`config.mk`:
```
export PLATFORM = sky130hd
export DESIGN_NAME = sparse_fmap_loader
export DESIGN_NICKNAME = d
export VERILOG_FILES = /design/src/hdl/fmap_pkg.sv /design/src/hdl/sync_fifo.sv /design/src/hdl/popcount_unit.sv /design/src/hdl/pixel_expander.sv /design/src/hdl/position_tracker.sv /design/src/hdl/decode_ctrl.sv /design/src/hdl/sparse_fmap_loader.sv
export SDC_FILE = /design/constraint.sdc
export NUM_CORES = 1
export LEC_CHECK = 0
export BUFFER_PORTS_ARGS = -buffer_cell sky130_fd_sc_hd__buf_4
export CAP_MARGIN = 20
export CORE_ASPECT_RATIO = 0.75
export CORE_MARGIN = 5
export CORE_UTILIZATION = 30
export DETAILED_ROUTE_END_ITERATION = 16
export PLACE_DENSITY = 0.51
export SYNTH_ARGS = -nofsm -noshare
export SYNTH_HDL_FRONTEND = slang
export SYNTH_HIERARCHICAL = 1
export SYNTH_SLANG_ARGS = --single-unit
export TNS_END_PERCENT = 20
```
`constraint.sdc`:
```
create_clock -name clk -period 5.8 [get_ports clk]
set_input_delay 0.87 -clock clk [delete_from_list [all_inputs] [get_ports clk]]
set_output_delay 0.87 -clock clk [all_outputs]
set_load 0.01 [all_outputs]
```
`src/hdl/fmap_pkg.sv`:
```
package fmap_pkg;

    localparam int PIXEL_W    = 16;
    localparam int MAP_W      = 16;
    localparam int SEG_PIXELS = 16;  // pixels per segment and per burst
    localparam int MEM_ADDR_W = 32;
    localparam int MEM_DATA_W = 32;
    localparam int PX_ADDR_W  = 20;
    localparam int LEN_W      = 4;   // read length in words

    typedef logic [PIXEL_W-1:0]    pixel_t;
    typedef logic [MEM_DATA_W-1:0] mem_word_t;
    typedef logic [MEM_ADDR_W-1:0] mem_addr_t;
    typedef logic [PX_ADDR_W-1:0]  px_addr_t;
    typedef logic [MAP_W-1:0]      sparsity_map_t;

    // up to 16 set bits
    typedef logic [4:0] pop_count_t;

    typedef logic [8:0] dim_t;
    typedef logic [9:0] fmap_cnt_t;

endpackage

```
`src/hdl/sync_fifo.sv`:
```
`timescale 1ns/100ps

module sync_fifo #(
    parameter type payload_t = logic [7:0],
    parameter int  DEPTH     = 8
) (
    input  logic     clk,
    input  logic     rst_n,
    input  logic     push,
    input  payload_t push_data,
    input  logic     pop,
    output payload_t pop_data,
    output logic     empty
);

    localparam int AW = $clog2(DEPTH);

    payload_t       mem [DEPTH];
    logic [AW-1:0]  wr_ptr;
    logic [AW-1:0]  rd_ptr;
    logic [AW:0]    count;
    logic           do_push;
    logic           do_pop;

    assign empty    = (count == '0);
    assign do_push  = push && (count != (AW+1)'(DEPTH));
    assign do_pop   = pop && !empty;
    assign pop_data = mem[rd_ptr];  // head shown before pop

    always_ff @(posedge clk) begin
        if (do_push) mem[wr_ptr] <= push_data;
    end

    always_ff @(posedge clk or negedge rst_n) begin
        if (!rst_n) begin
            wr_ptr <= '0;
            rd_ptr <= '0;
            count  <= '0;
        end else begin
            if (do_push) wr_ptr <= (wr_ptr == AW'(DEPTH-1)) ? '0 : wr_ptr + 1'b1;
            if (do_pop) rd_ptr <= (rd_ptr == AW'(DEPTH-1)) ? '0 : rd_ptr + 1'b1;
            count <= count + (AW+1)'(do_push) - (AW+1)'(do_pop);
        end
    end

endmodule

```
`src/hdl/popcount_unit.sv`:
```
`timescale 1ns/100ps

module popcount_unit (
    input  logic                    clk,
    input  logic                    rst_n,
    input  logic                    map_load,
    input  fmap_pkg::sparsity_map_t map_in,
    output logic                    pop_done,
    output fmap_pkg::pop_count_t    pop_count
);

    fmap_pkg::sparsity_map_t map_q;
    logic [1:0]              left;

    function automatic logic [2:0] ones4(input logic [3:0] n);
        ones4 = 3'(n[0]) + 3'(n[1]) + 3'(n[2]) + 3'(n[3]);
    endfunction

    // first nibble is counted in the load cycle itself
    always_ff @(posedge clk) begin
        if (map_load) map_q <= map_in << 4;
        else if (left != 2'd0) map_q <= map_q << 4;
    end

    always_ff @(posedge clk or negedge rst_n) begin
        if (!rst_n) begin
            left      <= '0;
            pop_done  <= 1'b0;
            pop_count <= '0;
        end else begin
            pop_done <= 1'b0;
            if (map_load) begin
                pop_count <= {2'b00, ones4(map_in[fmap_pkg::MAP_W-1 -: 4])};
                left      <= 2'd3;
            end else if (left != 2'd0) begin
                pop_count <= pop_count + {2'b00, ones4(map_q[fmap_pkg::MAP_W-1 -: 4])};
                left      <= left - 1'b1;
                pop_done  <= (left == 2'd1);  // last nibble in
            end
        end
    end

endmodule

```
`src/hdl/pixel_expander.sv`:
```
`timescale 1ns/100ps

module pixel_expander (
    input  logic                    clk,
    input  logic                    rst_n,
    input  logic                    map_load,
    input  fmap_pkg::sparsity_map_t map_in,
    input  logic                    expand_start,
    input  fmap_pkg::mem_word_t     word_data,
    input  logic                    word_empty,
    output logic                    word_pop,
    output logic                    pixel_push,
    output fmap_pkg::pixel_t        pixel_out,
    output logic                    expand_done
);

    fmap_pkg::sparsity_map_t map_sr;
    logic [4:0]              cnt;    // columns still to emit
    logic                    half;   // upper half of head word is next
    logic                    active;
    logic                    last;
    logic                    bit_set;
    logic                    need_pop;

    assign active  = (cnt != 5'd0);
    assign last    = (cnt == 5'd1);
    assign bit_set = map_sr[fmap_pkg::MAP_W-1];  // column 0 first

    always_comb begin
        pixel_out = '0;
        if (bit_set) begin
            pixel_out = half ? word_data[2*fmap_pkg::PIXEL_W-1 -: fmap_pkg::PIXEL_W]
                             : word_data[fmap_pkg::PIXEL_W-1:0];
        end
    end

    // on the last column any half-used word goes too, dropping the padding
    assign need_pop   = last ? (bit_set || half) : (bit_set && half);
    assign word_pop   = active && need_pop && !word_empty;
    assign pixel_push = active;

    always_ff @(posedge clk) begin
        if (map_load) map_sr <= map_in;
        else if (active) map_sr <= map_sr << 1;
    end

    always_ff @(posedge clk or negedge rst_n) begin
        if (!rst_n) begin
            cnt         <= '0;
            half        <= 1'b0;
            expand_done <= 1'b0;
        end else begin
            expand_done <= active && last;
            if (expand_start) begin
                cnt  <= 5'(fmap_pkg::SEG_PIXELS);
                half <= 1'b0;
            end else if (active) begin
                cnt <= cnt - 1'b1;
                if (bit_set) half <= ~half;
            end
        end
    end

endmodule

```
`src/hdl/position_tracker.sv`:
```
`timescale 1ns/100ps

module position_tracker (
    input  logic                 clk,
    input  logic                 rst_n,
    input  logic                 start,
    input  fmap_pkg::dim_t       cfg_width,
    input  fmap_pkg::dim_t       cfg_height,
    input  fmap_pkg::fmap_cnt_t  cfg_num_fmap,
    input  logic                 seg_done,
    output fmap_pkg::px_addr_t   px_addr,
    output logic                 row_end,
    output logic                 frame_end,
    output logic                 track_write,
    output fmap_pkg::px_addr_t   track_din
);

    fmap_pkg::dim_t                   width_q;
    fmap_pkg::dim_t                   height_q;
    fmap_pkg::fmap_cnt_t              num_fmap_q;
    fmap_pkg::dim_t                   col;
    fmap_pkg::dim_t                   row;
    fmap_pkg::fmap_cnt_t              fmap;
    logic [$bits(fmap_pkg::dim_t):0]  col_sum;  // extra bit as col + 16 may pass 511
    logic                             col_wrap;
    logic                             fmap_wrap;

    assign col_sum   = {1'b0, col} + {1'b0, fmap_pkg::dim_t'(fmap_pkg::SEG_PIXELS)};
    assign col_wrap  = col_sum >= {1'b0, width_q};
    assign fmap_wrap = col_wrap && (fmap + 1'b1 == num_fmap_q);
    assign row_end   = seg_done && fmap_wrap;
    assign frame_end = (row + 1'b1 == height_q);  // last row in progress

    assign track_write = row_end;
    assign track_din   = px_addr + fmap_pkg::px_addr_t'(fmap_pkg::SEG_PIXELS);

    always_ff @(posedge clk or negedge rst_n) begin
        if (!rst_n) begin
            width_q    <= '0;
            height_q   <= '0;
            num_fmap_q <= '0;
            col        <= '0;
            row        <= '0;
            fmap       <= '0;
            px_addr    <= '0;
        end else if (start) begin
            width_q    <= cfg_width;
            height_q   <= cfg_height;
            num_fmap_q <= cfg_num_fmap;
            col        <= '0;
            row        <= '0;
            fmap       <= '0;
            px_addr    <= '0;
        end else if (seg_done) begin
            px_addr <= track_din;
            col     <= col_wrap ? '0 : col_sum[$bits(fmap_pkg::dim_t)-1:0];
            if (fmap_wrap) begin
                fmap <= '0;
                row  <= row + 1'b1;
            end else if (col_wrap) begin
                fmap <= fmap + 1'b1;
            end
        end
    end

endmodule

```
`src/hdl/decode_ctrl.sv`:
```
`timescale 1ns/100ps

module decode_ctrl (
    input  logic                        clk,
    input  logic                        rst_n,
    input  logic                        start,
    input  fmap_pkg::mem_addr_t         cfg_read_addr,
    input  logic                        mem_grant,
    input  logic                        mem_vld,
    input  logic                        mem_fin,
    input  logic                        px_grant,
    input  logic                        pop_done,
    input  fmap_pkg::pop_count_t        pop_count,
    input  logic                        expand_done,
    input  logic                        row_end,
    input  logic                        frame_end,
    output logic                        mem_req,
    output fmap_pkg::mem_addr_t         mem_addr,
    output logic [fmap_pkg::LEN_W-1:0]  mem_len,
    output logic                        map_load,
    output logic                        word_push,
    output logic                        expand_start,
    output logic                        px_req,
    output logic                        px_wr_vld,
    output logic                        px_pop,
    output logic                        seg_done,
    output logic                        busy,
    output logic                        done
);

    typedef enum logic [3:0] {
        S_IDLE, S_MAP_REQ, S_MAP_WAIT, S_POP_WAIT, S_PIX_REQ,
        S_PIX_WAIT, S_EXPAND, S_PX_REQ, S_BURST, S_ADVANCE
    } state_t;

    state_t                       state;
    logic [fmap_pkg::LEN_W-1:0]   pix_words;
    logic [$clog2(fmap_pkg::SEG_PIXELS)-1:0] beat;
    fmap_pkg::pop_count_t         pop_round;

    assign pop_round = pop_count + 5'd1;  // ceil(w/2) from bits [4:1]

    assign mem_req      = (state == S_MAP_REQ) || (state == S_PIX_REQ);
    assign mem_len      = (state == S_PIX_REQ) ? pix_words
                                               : {{(fmap_pkg::LEN_W-1){1'b0}}, 1'b1};
    assign map_load     = (state == S_MAP_WAIT) && mem_vld;
    assign word_push    = (state == S_PIX_WAIT) && mem_vld;
    assign expand_start = ((state == S_POP_WAIT) && pop_done && (pop_count == '0)) ||
                          ((state == S_PIX_WAIT) && mem_vld && mem_fin);
    assign px_req       = (state == S_PX_REQ);
    assign px_wr_vld    = (state == S_BURST);
    assign px_pop       = (state == S_BURST);
    assign seg_done     = (state == S_ADVANCE);
    assign busy         = (state != S_IDLE);
    // frame_end only means the current row is the last one
    assign done         = seg_done && row_end && frame_end;

    always_ff @(posedge clk or negedge rst_n) begin
        if (!rst_n) begin
            state     <= S_IDLE;
            mem_addr  <= '0;
            pix_words <= '0;
            beat      <= '0;
        end else begin
            case (state)
                S_IDLE: if (start) begin
                    mem_addr <= cfg_read_addr;
                    state    <= S_MAP_REQ;
                end
                S_MAP_REQ: if (mem_grant) state <= S_MAP_WAIT;
                S_MAP_WAIT: if (mem_vld) begin
                    mem_addr <= mem_addr + fmap_pkg::mem_addr_t'(4);  // past the map word
                    state    <= S_POP_WAIT;
                end
                S_POP_WAIT: if (pop_done) begin
                    pix_words <= pop_round[4:1];
                    state     <= (pop_count == '0) ? S_EXPAND : S_PIX_REQ;
                end
                S_PIX_REQ: if (mem_grant) state <= S_PIX_WAIT;
                S_PIX_WAIT: if (mem_vld && mem_fin) begin
                    mem_addr <= mem_addr + fmap_pkg::mem_addr_t'({pix_words, 2'b00});
                    state    <= S_EXPAND;
                end
                S_EXPAND: if (expand_done) state <= S_PX_REQ;
                S_PX_REQ: if (px_grant) begin
                    beat  <= '0;
                    state <= S_BURST;
                end
                S_BURST: begin
                    beat <= beat + 1'b1;
                    if (&beat) state <= S_ADVANCE;  // 16th beat
                end
                S_ADVANCE: state <= done ? S_IDLE : S_MAP_REQ;
                default: state <= S_IDLE;
            endcase
        end
    end

endmodule

```
`src/hdl/sparse_fmap_loader.sv`:
```
`timescale 1ns/100ps

module sparse_fmap_loader #(
    parameter int WORD_FIFO_DEPTH = 8
) (
    input  logic                         clk,
    input  logic                         rst_n,
    input  logic                         start,
    input  fmap_pkg::mem_addr_t          cfg_read_addr,
    input  fmap_pkg::dim_t               cfg_width,
    input  fmap_pkg::dim_t               cfg_height,
    input  fmap_pkg::fmap_cnt_t          cfg_num_fmap,
    output logic                         mem_req,
    output fmap_pkg::mem_addr_t          mem_addr,
    output logic [fmap_pkg::LEN_W-1:0]   mem_len,
    input  logic                         mem_grant,
    input  fmap_pkg::mem_word_t          mem_din,
    input  logic                         mem_vld,
    input  logic                         mem_fin,
    output logic                         px_req,
    input  logic                         px_grant,
    output fmap_pkg::px_addr_t           px_addr,
    output logic                         px_wr_vld,
    output fmap_pkg::pixel_t             px_dout,
    output logic                         track_write,
    output fmap_pkg::px_addr_t           track_din,
    output logic                         busy,
    output logic                         done
);

    logic                   map_load;
    logic                   pop_done;
    fmap_pkg::pop_count_t   pop_count;
    logic                   word_push;
    logic                   word_pop;
    logic                   word_empty;
    fmap_pkg::mem_word_t    word_data;
    logic                   expand_start;
    logic                   expand_done;
    logic                   pixel_push;
    fmap_pkg::pixel_t       pixel_out;
    logic                   px_pop;
    logic                   seg_done;
    logic                   row_end;
    logic                   frame_end;
    fmap_pkg::sparsity_map_t map_in;

    assign map_in = mem_din[fmap_pkg::MEM_DATA_W-1 -: fmap_pkg::MAP_W];  // map in upper half

    decode_ctrl i_decode_ctrl (
        .clk, .rst_n, .start, .cfg_read_addr,
        .mem_grant, .mem_vld, .mem_fin, .px_grant,
        .pop_done, .pop_count, .expand_done, .row_end, .frame_end,
        .mem_req, .mem_addr, .mem_len, .map_load, .word_push, .expand_start,
        .px_req, .px_wr_vld, .px_pop, .seg_done, .busy, .done
    );

    popcount_unit i_popcount_unit (
        .clk, .rst_n, .map_load, .map_in, .pop_done, .pop_count
    );

    sync_fifo #(
        .payload_t (fmap_pkg::mem_word_t),
        .DEPTH     (WORD_FIFO_DEPTH)
    ) i_word_fifo (
        .clk, .rst_n,
        .push      (word_push),
        .push_data (mem_din),
        .pop       (word_pop),
        .pop_data  (word_data),
        .empty     (word_empty)
    );

    pixel_expander i_pixel_expander (
        .clk, .rst_n, .map_load, .map_in, .expand_start, .word_data, .word_empty,
        .word_pop, .pixel_push, .pixel_out, .expand_done
    );

    // holds one expanded segment until the burst drains it
    sync_fifo #(
        .payload_t (fmap_pkg::pixel_t),
        .DEPTH     (fmap_pkg::SEG_PIXELS)
    ) i_pixel_fifo (
        .clk, .rst_n,
        .push      (pixel_push),
        .push_data (pixel_out),
        .pop       (px_pop),
        .pop_data  (px_dout),
        .empty     ()
    );

    position_tracker i_position_tracker (
        .clk, .rst_n, .start, .cfg_width, .cfg_height, .cfg_num_fmap, .seg_done,
        .px_addr, .row_end, .frame_end, .track_write, .track_din
    );

endmodule

```
# Word-level counts from Yosys, hierarchy flattened
# Memory sizes are Yosys's and may differ from the RTL's.
# Index checks and enable logic that the tools add are counted.
[totals] input_bits=99 n_memories=2 out_inout_bits=98 ram_bits=512 wordCells=186 ff_bits=186
[classes] eq_ne=28 n_addsub=25 muxes=57 reduce_logical=47 order_cmp=1 n_bitwise=1
[memory_table] memory="i_pixel_fifo.mem" depth=16 word_bits=16 read_ports=1 rd_ports_with_merged_regs=0 wr=1 line="sync_fifo.sv:18" rtl="payload_t mem [DEPTH];"
[memory_table] memory="i_word_fifo.mem" depth=8 word_bits=32 read_ports=1 rd_ports_with_merged_regs=0 wr=1 line="sync_fifo.sv:18"
[ops] cell="16-bit 2-to-1 mux" count=6
[ops] cell="32-bit 2-to-1 mux" count=3
[ops] cell="32-bit case mux with 3 select lines" count=1
[ops] cell="9-bit 2-to-1 mux" count=6
[ops] cell="4-bit 2-to-1 mux" count=13
[ops] cell="10-bit 2-to-1 mux" count=4
[ops] cell="20-bit 2-to-1 mux" count=2
[ops] cell="4-bit case mux with 10 select lines" count=1
[ops] cell="32-bit by 3-bit adder with 32-bit output, second input constant" count=1
[ops] cell="32-bit by 6-bit adder with 32-bit output" count=1
[ops] cell="20-bit by 5-bit adder with 20-bit output, second input constant" count=1
[ops] cell="5-bit 2-to-1 mux" count=4
[ops] cell="1-bit logical AND" count=18
[ops] cell="4-bit by 3-bit equality test with 1-bit output, second input constant" count=4
[ops] cell="4-bit equality test, second input constant" count=4
[ops] cell="2-bit nonzero test" count=8
[ops] cell="3-bit by 1-bit adder with 3-bit output" count=4
[ops] cell="4-bit by 1-bit adder with 4-bit output, second input constant" count=3
[ops] cell="2-bit != test, second input constant" count=6
[ops] cell="1-bit 2-to-1 mux" count=11
[ops] cell="10-bit by 1-bit adder with 10-bit output, second input constant" count=1
[ops] cell="9-bit by 5-bit adder with 10-bit output, second input constant" count=1
[ops] cell="10-bit equality test" count=1
[ops] cell="10-bit by 9-bit greater-or-equal comparator with 1-bit output" count=1
[ops] cell="34 further kinds" count=54

# Longest topological paths before layout
# Gate-level depths: netlist (run 1).
[depth] word_depth=8 ltp_mapped=17 ltp_nobuf=16

# Modules after synthesis
# The synthesis (run 1) kept the hierarchy.
[modules_own_cells] module="sync_fifo at i_pixel_fifo" area_each_um2=10898.0 n_inst=1 cells_each=559 seq_area_each_um2=8012.7
[modules_own_cells] module="sync_fifo at i_word_fifo" area_each_um2=10266.1 n_inst=1 cells_each=428 seq_area_each_um2=7937.6
[modules_own_cells] module="position_tracker" area_each_um2=3910.0 n_inst=1 cells_each=405 seq_area_each_um2=1701.6
[modules_own_cells] module="decode_ctrl" area_each_um2=3045.4 n_inst=1 cells_each=361 seq_area_each_um2=1101.1
[modules_own_cells] module="pixel_expander" area_each_um2=1283.7 n_inst=1 cells_each=106 seq_area_each_um2=655.6
[modules_own_cells] module="popcount_unit" area_each_um2=1032.2 n_inst=1 cells_each=76 seq_area_each_um2=560.5

# Worst setup path after synthesis (run 1)
# Ideal clock, no wire load.
[synth_timing] kind="input-to-reg" startpoint="input mem_vld" endpoint="memory i_word_fifo/mem[0][0] in the netlist's numbering (enable)" path_buffers=0 slack_ns=1.055 arrival_time_ns=4.243 required_ns=5.299 stages=3 setup_time_ns=0.501 cell_sequence="and2_1 > o31ai_2 > nor4_1"
[synth_between] elab_chain_cells=4
[synth_lines] item="from (decl)" line="sparse_fmap_loader.sv:18" rtl="input logic mem_vld,"
[synth_lines] item="1-bit logical AND" line="decode_ctrl.sv:47" rtl="assign word_push = (state == S_PIX_WAIT) && mem_vld;"
[synth_lines] item="1-bit logical AND" line="sync_fifo.sv:26" rtl="assign do_push = push && (count != (AW+1)'(DEPTH));"
[synth_lines] item="1-bit 2-to-1 mux" line="sync_fifo.sv:31" rtl="if (do_push) mem[wr_ptr] <= push_data;"
[synth_lines] item="1-bit 2-to-1 mux (implied by the code)" line="sync_fifo.sv:31"
[synth_lines] item="to (decl)" line="sync_fifo.sv:18"
# Every way passes these cells.

# Worst setup path after layout (run 1)
[layout_timing] startpoint="register i_decode_ctrl.state[3]" endpoint="output done"
[layout_between] elab_chain_cells=4
[layout_lines] item="from (decl)" line="decode_ctrl.sv:36" rtl="state_t state;"
[layout_lines] item="from (signal assigned)" line="decode_ctrl.sv:77" rtl="state <= (pop_count == '0) ? S_EXPAND : S_PIX_REQ;"
[layout_lines] item="from (signal assigned)" line="decode_ctrl.sv:93" rtl="S_ADVANCE: state <= done ? S_IDLE : S_MAP_REQ;"
[layout_lines] item="4-bit equality test *" line="decode_ctrl.sv:53" rtl="assign seg_done = (state == S_ADVANCE);"
[layout_lines] item="net seg_done" line="sparse_fmap_loader.sv:43" rtl="logic seg_done;"
[layout_lines] item="1-bit logical AND" line="position_tracker.sv:31" rtl="assign row_end = seg_done && fmap_wrap;"
[layout_lines] item="1-bit logical AND * (2 in series)" line="decode_ctrl.sv:56" rtl="assign done = seg_done && row_end && frame_end;"
[layout_lines] item="to (decl)" line="sparse_fmap_loader.sv:28" rtl="output logic done"
# The timed path passes the listed nets; every way through them passes the cells marked *.

==> results of run 1 <==
==> layout make-up <==
class / count / area share, %
sequential: 690 / 56.0
tap: 1339 / 4.70
timing repair buffer: 238 / 5.10
clock buffer: 94 / 5.51
inverter: 56 / 0.589
clock inverter: 38 / 0.971
multi-input combinational: 1082 / 27.1
==> metal layers <==
metal	vias up	track usage [%]	part of all wire [%]
li1	7910	-	-
met1	8935	19.4	47
met2	397	21.8	47
met3	80	2.19	4.4
met4	0	3.11	1.7
met5	-	0	0
==> power groups by stage <==
stage	logic, W	registers, W	clock network (W)
after floorplan	0.00384	0.00713	0
after global placement	0.00526	0.00749	0
after detailed placement	0.00537	0.00755	0
after CTS	0.00540	0.00745	0.00468
after global routing	0.00583	0.00756	0.00488
final	0.00532	0.00743	0.00453
==> synthesized netlist by cell type (6+ instances only) <==
master,number,area (um^2)
xnor2_1,27,236
o22ai_1,8,50.1
a221oi_2,32,480
mux2i_1,85,851
buf_4,18,135
buf_6,17,191
a21o_1,10,75.1
edfxtp_1,540,16200
mux2_2,88,991
nand2_1,109,409
nor3_1,34,170
o21ai_0,66,330
fa_1,7,140
inv_1,53,199
buf_1,6,22.5
a31oi_1,9,56.3
dfrtp_1,150,3750
ha_1,44,551
nand2b_1,16,100
xor2_1,50,438
mux4_1,9,236
o22a_1,7,61.3
nor2_1,97,364
o31ai_1,9,67.6
a2bb2oi_1,10,87.6
a22oi_1,17,128
nand3_1,39,195
or4_1,9,67.6
a21oi_1,49,245
clkbuf_1,35,131
and3_1,14,87.6
and2_1,17,106
nand4_1,25,156
buf_2,35,175
mux4_2,87,1960
==> through the flow <==
step	utilization, %	setup slack, ns
5_1_grt	35.3	0.486
2_1_floorplan	-	1.06
6_report	35.3	0.870
3_5_place_dp	33.0	1.50
3_3_place_gp	33.0	1.56
4_1_cts	35.3	0.784
==> logic make-up after synthesis <==
logic type      after synthesis  share of synthesized area, %
compound gates              263                          6.52
xor+xnor                     77                          2.22
fa+ha+maj                    51                          2.27
buf+inv                     170                          3.03
flops                       690                          65.6
mux                         270                          13.3
other cells                   1                        0.0123
simple gates                413                          7.04
==> flip-flops by register name, indices dropped and copies added, names as in the netlist, 4 cells and up <==
signal	count
i_pixel_fifo/mem	256
i_word_fifo/mem	256
i_decode_ctrl/mem_addr	32
i_pixel_expander/map_sr	16
i_position_tracker/px_addr	16
i_popcount_unit/map_q	12
i_position_tracker/fmap	10
i_position_tracker/num_fmap_q	10
i_position_tracker/height_q	9
i_position_tracker/row	9
i_position_tracker/width_q	9
i_pixel_expander/cnt	5
i_pixel_fifo/count	5
i_popcount_unit/pop_count	5
i_position_tracker/col	5
i_decode_ctrl/beat	4
i_decode_ctrl/pix_words	4
i_decode_ctrl/state	4
i_pixel_fifo/rd_ptr	4
i_pixel_fifo/wr_ptr	4
i_word_fifo/count	4
==> worst register-to-register path, stage by stage (launching register included) <==
cell     delay (ns)
dfrtp_1        0.53
inv_1          0.24
nor4b_2        0.60
nand4_1        0.21
o22ai_1        0.80
o31ai_1        0.17
buf_4          0.24
nor2_4         0.29
a21oi_1        0.12
o31ai_1        0.18
o21ba_2        0.18
==> how the worst max path moves through the flow <==
| stage | depth (start not counted) | slack [ns] | to | startpoint |
|---|---|---|---|---|
| after floorplan | 3 | 1.06 | i_word_fifo/mem[0][0] | mem_vld |
| after global placement | 9 | 1.56 | done | i_decode_ctrl/state[3] |
| after detailed placement | 9 | 1.50 | done | i_decode_ctrl/state[3] |
| after CTS | 9 | 0.78 | done | i_decode_ctrl/state[3] |
| after global routing | 9 | 0.49 | done | i_decode_ctrl/state[3] |
| final | 9 | 0.87 | done | i_decode_ctrl/state[3] |
==> metrics, run 1 <==
status=complete, no violations; initial antenna violation count=1; Ys Warns=6; DRC=0; PnR Total Power=roughly 0.017 W; Sw Pwr=0.00575 W; max cap viols=0; EDFF count, synth=540; largest net degree at the start of global routing=75; H-Tree Depth=3; vias in the first global route=roughly 18000; 1st-iter DRT viols=~1400; critical path endpoint category=output port; Vias/cell=roughly 4.9; Fmax achieved=203 MHz; Worst path most repeated cell=buf_4; main flop type after synthesis=edfxtp_1; row count=101; Worst Setup Path Type=reg -> out; first-pass GRT wire length=113000 um; # diodes=0; TritonCTS buffer count=73; post-synth cell types=96; slew margin rel.=between 20 and 30%; Switching Share=33.3%; pwr/cell area=484 nW/um^2; VDD IR-drop max=0.000243 V; final hold violation count=0; worst reg2reg startpoint=i_decode_ctrl/state[3]; Req. time, crit path=roughly 4.9 ns; worst-path maximum fanout=15; Pleak=12.8 nW; clock share of power=26.2%; Internal=0.0115 W; most common cell after layout, fill and taps aside=edfxtp_1; All-Layer GR Usage=a little over an eighth; Worst R2R End=i_decode_ctrl/state[0]; logic gate share of total power=30.8%; # Post-CTS Setup Buffers=0; IO buf count=188; hold_buf cts=0; Die Wd=378 um; RSZ-0062 raised after global routing=no; CTS Buffer Depth=3; post-route ant nets=0; Mapped Cells=1935; sequential area share after synthesis=between 60% and 70%; drt wl/cell=20.9 um; flop-to-flop setup slack=2.13 ns; worst-path cell chain=inv_1 -> nor4b_2 -> nand4_1 -> o22ai_1 -> o31ai_1 -> buf_4 -> nor2_4 -> and3_1 -> buf_4; routed wire length=73900 um; clock root buffer=clkbuf_16; Die Footprint=108000 um^2; dpl cells=3403; Post-synth ARST share=21.7%; I/O pins=197; Hold Path Class=in -> async; CP max stage delay=0.80 ns; CP Launch Type=flop; Fin Clk Skew=0.0266 ns; CTS tree=yes; CTS resizes=0; Reg area=between 15000 and 20000 um^2; total gr overflow=0; flop and latch count out of synthesis=690; arrival time worst endpoint=4.06 ns; CTS clk-pin slew, worst paths=0.05 ns; TNS Setup=0 ns; sequential power share=43.0%; Worst Path Buf+Inv=3; Syn Area/Cell=15.7 um^2; Reg2Reg Depth=10; family with the most delay on the worst path=simple AND/OR/NAND/NOR gates; Final Cell Area=35700 um^2; Vias=17300; Critical Path Slowest Stage Cell=o22ai_1; DP Area=33300 um^2; die height=286 um; Final Cycle Share=between 80% and 90%; Starting Density=30.1%; final setup vio count=0; GP Congestion=0.770; CTS sink cnt=690; layout cell share with drive strength beyond 1=a little over a quarter; crit path time final=approximately 4.9 ns; NumNets Final=2291; Hold WS=approximately 0.24 ns; most frequent cells in the layout=edfxtp_1, buf_4, dfrtp_1; multi-input logic area=9680 um^2; Tightest Pin Transition=1.08 ns; synthesis-to-finish area growth=17.2%; DP HPWL=46100 um; TritonRoute pass-1 iters=5; mapped cell area=a little over 30000 um^2; Clock Latency Late Sink=between 0.6 and 0.7 ns; fillers=9580; fin. max-slew vios=0; core box area=101000 um^2; fin cells=3537
Note: power is estimated with default switching activity, not from simulation.
==> run 2, diff against run 1 <==
--- a/config.mk
+++ b/config.mk
@@ -11,7 +11,7 @@
 export CORE_MARGIN = 5
 export CORE_UTILIZATION = 30
 export DETAILED_ROUTE_END_ITERATION = 16
-export PLACE_DENSITY = 0.51
+export PLACE_DENSITY = 0.53
 export SYNTH_ARGS = -nofsm -noshare
 export SYNTH_HDL_FRONTEND = slang
 export SYNTH_HIERARCHICAL = 1
==> constraint.sdc (replaced) <==
create_clock -name clk -period 4 [get_ports clk]
set_input_delay 0.6 -clock clk [delete_from_list [all_inputs] [get_ports clk]]
set_output_delay 0.6 -clock clk [all_outputs]
set_load 0.01 [all_outputs]
==> run 2 against run 1 <==
  * Sequential power rose by 43%
  * Cell area rose by 0.77%
  * Worst setup slack got worse by 0.63 ns
  * Cell count rose by 0.76%
  * Via count rose by 0.48%
  * Die area did not move
  * Largest power group unchanged
==> metrics, run 2 (same netlist as run 1, synthesis figures left out) <==
status=complete, no violations; fin. max-slew vios=0 (unchanged); core box area=101000 um^2 (unchanged); RSZ-0062 raised after global routing=no; Vias=17400 (+0.48%); slew margin rel.=27.6% (-0.060 points); CTS sink cnt=690 (unchanged); DP Area=33600 um^2 (+0.72%); H-Tree Depth=3 (unchanged); pwr/cell area=699 nW/um^2 (+44%); post-route ant nets=0 (unchanged); worst-path maximum fanout=16 (+1); synthesis-to-finish area growth=18.1%; Clock Latency Late Sink=0.61 ns (-0.02 ns); TritonRoute pass-1 iters=5 (unchanged); flop-to-flop setup slack=0.92 ns (-1.21 ns); Starting Density=30.1% (unchanged); most frequent cells in the layout=edfxtp_1, buf_4, dfrtp_1; met1 Use GR=18.6% (-0.79 points); final setup vio count=0 (unchanged); CTS clk-pin slew, worst paths=0.06 ns (about the same); hold path depth=1; DRC=0 (unchanged); I/O pins=197 (unchanged); total gr overflow=0 (unchanged); IO buf count=188 (unchanged); crit path time final=3.76 ns; CTS Buffer Depth=3 (unchanged); Worst Setup Path Type=reg -> out; initial antenna violation count=0 (-1); drt wl/cell=20.4 um (-2.5%); TritonCTS buffer count=71 (-2.7%); min-delay src=mem_din[5]; Top Registers=i_pixel_fifo/mem x256, i_word_fifo/mem x256, i_decode_ctrl/mem_addr x32; GR Util met2=21.6% (-0.21 points); GP Congestion=0.783 (+1.7%); worst-path cell chain=ha_1 -> nand3_1 -> nor2_1 -> xnor2_1 -> or4_1 -> nor2_4 -> buf_4 -> buf_4; Reg2Reg Depth=17 (+7); row count=101 (unchanged); 1st-iter DRT viols=1183 (-14%); first-pass GRT wire length=111000 um (-1.7%); Die Footprint=108000 um^2 (unchanged); Critical Path Slowest Stage Cell=or4_1; Worst R2R End=i_pixel_fifo/count[4]; final hold violation count=0 (unchanged); CP max stage delay=0.82 ns (+0.02 ns); Hold Path Class=in -> reg; Pleak=13.0 nW (+1.1%); critical path endpoint category=output port; Hold WS=0.219 ns (-0.0178 ns); fillers=9564 (-0.17%); NumNets Final=2317 (+1.1%); worst reg2reg startpoint=i_pixel_expander/cnt[0]; Die Wd=378 um (unchanged); max cap viols=0 (unchanged); Worst path most repeated cell=buf_4; CTS tree=yes; Fin Clk Skew=0.0221 ns (-0.00447 ns); most common cell after layout, fill and taps aside=edfxtp_1; die height=286 um (unchanged); largest net degree at the start of global routing=74 (-1.3%); Final Cycle Share=94.0%; Vias/cell=4.88 (-0.28%); grt peak-use layer=met2; Fmax achieved=approximately 270 MHz; Final Cell Area=36000 um^2 (+0.77%); clock root buffer=clkbuf_16; routed wire length=72600 um (-1.8%); Tightest Pin Transition=1.08 ns (+0.000901 ns); met3 Use GR=2.35% (+0.16 points); arrival time worst endpoint=3.16 ns (-0.90 ns); Req. time, crit path=3.40 ns (-1.53 ns); CP Launch Type=flop; vias in the first global route=18200 (+0.19%); Reg area=20000 um^2 (unchanged); multi-input logic area=9700 um^2 (+0.17%); TNS Setup=0 ns (unchanged); VDD IR-drop max=0.000380 V (+56%); layout cell share with drive strength beyond 1=27.9% (+0.82 points); DP HPWL=46000 um (-0.28%); Hold Path Sink=i_word_fifo/mem[6][5]; All-Layer GR Usage=13.3% (-0.31 points)
==> run 2: cell types whose count changed in the layout (fill, tap and decap cells not counted), sizes merged <==
cell         previous run  this run
diode                   0         2
dlygate4sd3             0         1
buf                   237       265
bufinv                  3         4
clkinvlp                0         2
clkbuf                 95        98
clkinv                 32        22
==> run 2: layer usage <==
| metal | wire, um | up-vias |
|---|---|---|
| li1 | - | 7960 |
| met1 | 33400 | 8978 |
| met2 | 34800 | 376 |
| met3 | 3110 | 91 |
| met4 | 1220 | 0 |
| met5 | 0 | - |
==> run 2: power breakdown <==
group | total, W | switching, W | internal (W)
logic | 0.00806 | 0.00454 | 0.00352
registers | 0.0106 | 0.000884 | 0.00967
clock network | 0.00651 | 0.00274 | 0.00378
total | 0.0251 | 0.00816 | 0.0170
==> run 2: through the flow <==
| stage | utilization [%] | setup WS (ns) | total power, W | std cells |
|---|---|---|---|---|
| 4_1_cts | 35.5 | 0.0214 | 0.0255 | 3558 |
| 3_5_place_dp | 33.3 | 0.297 | 0.0189 | 3428 |
| 6_report | 35.6 | 0.242 | 0.0251 | 3564 |
| 5_1_grt | 35.6 | 0.0395 | 0.0266 | 3562 |
| 3_3_place_gp | 33.2 | 0.436 | 0.0186 | 3425 |
| 2_1_floorplan | - | 0.116 | 0.0159 | 1942 |
==> run 2: worst max path at each step <==
stage,startpoint,endpoint,cells past startpoint
2_1_floorplan,i_decode_ctrl/state[2],i_word_fifo/mem[1][0],5
3_3_place_gp,i_position_tracker/col[4],track_write,9
3_5_place_dp,i_position_tracker/col[4],track_write,10
4_1_cts,i_position_tracker/col[4],track_write,10
5_1_grt,i_position_tracker/fmap[0],track_write,8
6_report,i_position_tracker/fmap[0],track_write,8
==> run 2: final cells by class <==
class,instances,area share (%)
multi-input combinational,1082,27.0
clock inverter,31,0.776
timing repair buffer,266,5.86
sequential,690,55.6
antenna,2,0.0139
clock buffer,98,5.57
inverter,56,0.585
tap,1339,4.66
==> run 2: worst max-delay path: cells and delay by family (launching register included) <==
kind / cells / cell delay [ns]
fa+ha+maj: 1 / 0.31
simple gates: 4 / 1.35
flops: 1 / 0.45
xor+xnor: 1 / 0.10
buf+inv: 2 / 0.35
==> run 2: repair_timing <==
action | 4_1_cts | 5_1_grt
buffers inserted | 0 | 2
hold buffers | 1 | 0
endpoints found under the setup margin | 2 | 2
gates resized for setup | 1 | 4
pin swaps | 0 | 1
endpoints found under the hold margin | 47 | 0
gates cloned | 0 | 0
==> run 3, diff against run 2 <==
--- a/config.mk
+++ b/config.mk
@@ -5,13 +5,14 @@
 export SDC_FILE = /design/constraint.sdc
 export NUM_CORES = 1
 export LEC_CHECK = 0
-export BUFFER_PORTS_ARGS = -buffer_cell sky130_fd_sc_hd__buf_4
 export CAP_MARGIN = 20
 export CORE_ASPECT_RATIO = 0.75
 export CORE_MARGIN = 5
 export CORE_UTILIZATION = 30
 export DETAILED_ROUTE_END_ITERATION = 16
-export PLACE_DENSITY = 0.53
+export DONT_BUFFER_PORTS = 1
+export MAX_ROUTING_LAYER = met4
+export PLACE_DENSITY = 0.51
 export SYNTH_ARGS = -nofsm -noshare
 export SYNTH_HDL_FRONTEND = slang
 export SYNTH_HIERARCHICAL = 1
==> run 3 against run 2 <==
  * Sequential power about the same
  * Worst setup slack lost 0.0048 ns
  * Hold slack got worse by 0.17 ns
  * First-iteration DRC count fell by 5.6%
  * Cell count is 4.5% lower
  * Power decreased by 0.42%
  * Cell area down 2.8%
  * Sequential share of layout area increased by 1.6 points
  * Register-to-register slack lost 0.23 ns
  * Critical path type unchanged
==> metrics, run 3 (same netlist as run 1, synthesis figures left out) <==
Final Cell Area=35000 um^2 (-2.8%); worst reg2reg startpoint=i_decode_ctrl/state[1]; pwr/cell area=716 nW/um^2 (+2.4%); DRC=0 (unchanged); Fin Clk Skew=0.0361 ns (+0.0140 ns); DP Area=32100 um^2 (-4.4%); Tightest Pin Transition=1.03 ns (-0.0555 ns); most frequent cells in the layout=edfxtp_1, dfrtp_1, nand2_1; Vias/cell=4.96 (+1.5%); Clock Latency Late Sink=0.65 ns (+0.04 ns); worst-path cell chain=ha_1 -> nand3_1 -> xnor2_1 -> ha_1 -> a221oi_2 -> o22ai_2 -> o31ai_1 -> buf_4 -> nor2_4 -> buf_4 -> and3_1; GP Congestion=0.840 (+7.2%); Die Wd=378 um (unchanged); NumNets Final=2158 (-6.9%); most common cell after layout, fill and taps aside=edfxtp_1; Req. time, crit path=3.40 ns (about the same); initial antenna violation count=0 (unchanged); Hold Path Sink=i_word_fifo/mem[5][26]; fin. max-slew vios=0 (unchanged); CTS tree=yes; status=complete, no violations; CTS clk-pin slew, worst paths=0.06 ns (about the same); vias in the first global route=17300 (-4.8%); CP Launch Type=flop; Vias=16900 (-3.0%); post-route ant nets=0 (unchanged); Fmax achieved=266 MHz (-0.13%); final hold violation count=0 (unchanged); first-pass GRT wire length=112000 um (+0.92%); Starting Density=30.1% (unchanged); drt wl/cell=21.8 um (+6.9%); DP HPWL=45500 um (-0.94%); slew margin rel.=31.3% (+3.7 points); CP max stage delay=0.42 ns (-0.40 ns); flop-to-flop setup slack=0.69 ns (-0.23 ns); Pleak=12.2 nW (-5.6%); TNS Setup=0 ns (unchanged); H-Tree Depth=3 (unchanged); die height=286 um (unchanged); Worst Setup Path Type=reg -> out; final setup vio count=0 (unchanged); total gr overflow=0 (unchanged); Reg2Reg Depth=8 (-9); clock root buffer=clkbuf_16; TritonRoute pass-1 iters=9 (+4); VDD IR-drop max=0.000402 V (+5.9%); routed wire length=74100 um (+2.1%); IO buf count=0 (-100%); largest net degree at the start of global routing=151 (+100%); fin cells=3404 (-4.5%); Setup WS pre-CTS=0.693 ns (+0.397 ns); Setup WS post-layout=0.237 ns (-0.00482 ns); CTS sink cnt=690 (unchanged); Die Footprint=108000 um^2 (unchanged); Critical Path Slowest Stage Cell=dfrtp_1; CTS Buffer Depth=3 (unchanged); hold path depth=0 (-1); Top Registers=i_pixel_fifo/mem x256, i_word_fifo/mem x256, i_decode_ctrl/mem_addr x32; row count=101 (unchanged); layout cell share with drive strength beyond 1=21.6% (-6.3 points); # diodes=0 (-2); 1st-iter DRT viols=1117 (-5.6%); I/O pins=197 (unchanged); TritonCTS buffer count=73 (+2.8%); synthesis-to-finish area growth=14.8%; min-delay src=mem_din[26]; max cap viols=0 (unchanged); crit path time final=3.76 ns (+0.00482 ns); All-Layer GR Usage=13.9% (+0.67 points); Worst R2R End=i_decode_ctrl/mem_addr[31]; core box area=101000 um^2 (unchanged); worst-path maximum fanout=12 (-4); dpl cells=3235 (-5.6%); critical path endpoint category=output port; arrival time worst endpoint=3.16 ns (about the same); RSZ-0062 raised after global routing=no; Hold Path Class=in -> reg; Final Cycle Share=94.1% (+0.12 points)
==> run 3: cell count changes in the layout (fill, tap and decap cells not counted), moves of 3 or more <==
| cell | delta |
|---|---|
| buf_4 | -188 |
| bufinv_16 | +3 |
| clkbuf_1 | -8 |
| clkbuf_8 | -3 |
| clkinv_16 | +3 |
| clkinv_2 | +9 |
| dlygate4sd3_1 | +26 |
| inv_16 | +4 |
| inv_6 | -3 |
==> run 3: worst max path at each step <==
| stage | from | slack, ns | depth (start not counted) | endpoint |
|---|---|---|---|---|
| 3_3_place_gp | i_decode_ctrl/state[3] | 0.76 | 10 | done |
| 5_1_grt | i_position_tracker/col[4] | 0.02 | 11 | done |
| 2_1_floorplan | i_decode_ctrl/state[2] | 0.12 | 5 | i_word_fifo/mem[1][0] |
| 3_5_place_dp | i_decode_ctrl/state[3] | 0.69 | 10 | done |
| 4_1_cts | i_decode_ctrl/state[3] | 0.002 | 10 | done |
| 6_report | i_position_tracker/col[4] | 0.24 | 11 | done |
==> run 3: routing by layer <==
layer  global-route usage [%]  part of all wire, %
met2                     21.5                   47
met5                        -                    0
met4                     2.88                  1.6
met3                     2.84                  4.9
met1                     19.2                   46
==> run 3: final cells by class <==
type                            count  area, um^2
Sequential cell                   690       20000
Clock buffer                       85        1890
Clock inverter                     47         538
Timing Repair Buffer              105         968
Tap cell                         1339        1680
Multi-Input combinational cell   1082        9690
Inverter                           56         210
Fill cell                        9574       66000
==> run 3: power by group <==
part           internal [W]  leakage, nW  switching (W)
Sequential          0.00967         6.84        0.00110
Combinational       0.00315         4.21        0.00423
Clock               0.00391         1.19        0.00297
==> run 3: per-stage QoR <==
stage	power, W	hold slack [ns]	utilization [%]
after global routing	0.0265	0.00724	34.6
after global placement	0.0180	0.312	31.8
final	0.0250	0.0494	34.6
after detailed placement	0.0183	0.311	31.8
after floorplan	0.0159	0.304	-
after CTS	0.0254	0.000116	34.5
==> run 3: worst max-delay path, delay by kind of cell, from the launching register on <==
| family | cells | cell delay [ns] |
|---|---|---|
| AOI/OAI and AO/OA | 3 | 0.61 |
| DFF | 1 | 0.42 |
| adders and majority gates | 2 | 0.57 |
| and+or+nand+nor | 3 | 0.34 |
| xor gates and xnor gates | 1 | 0.22 |
| buffers and inverters | 2 | 0.37 |
==> run 3: repair_timing <==
action | CTS | global route
gates resized for setup | 0 | 5
endpoints found under the hold margin | 310 | 0
hold buffers | 28 | 0
setup endpoints to repair | 0 | 1
setup buffers | 0 | 2
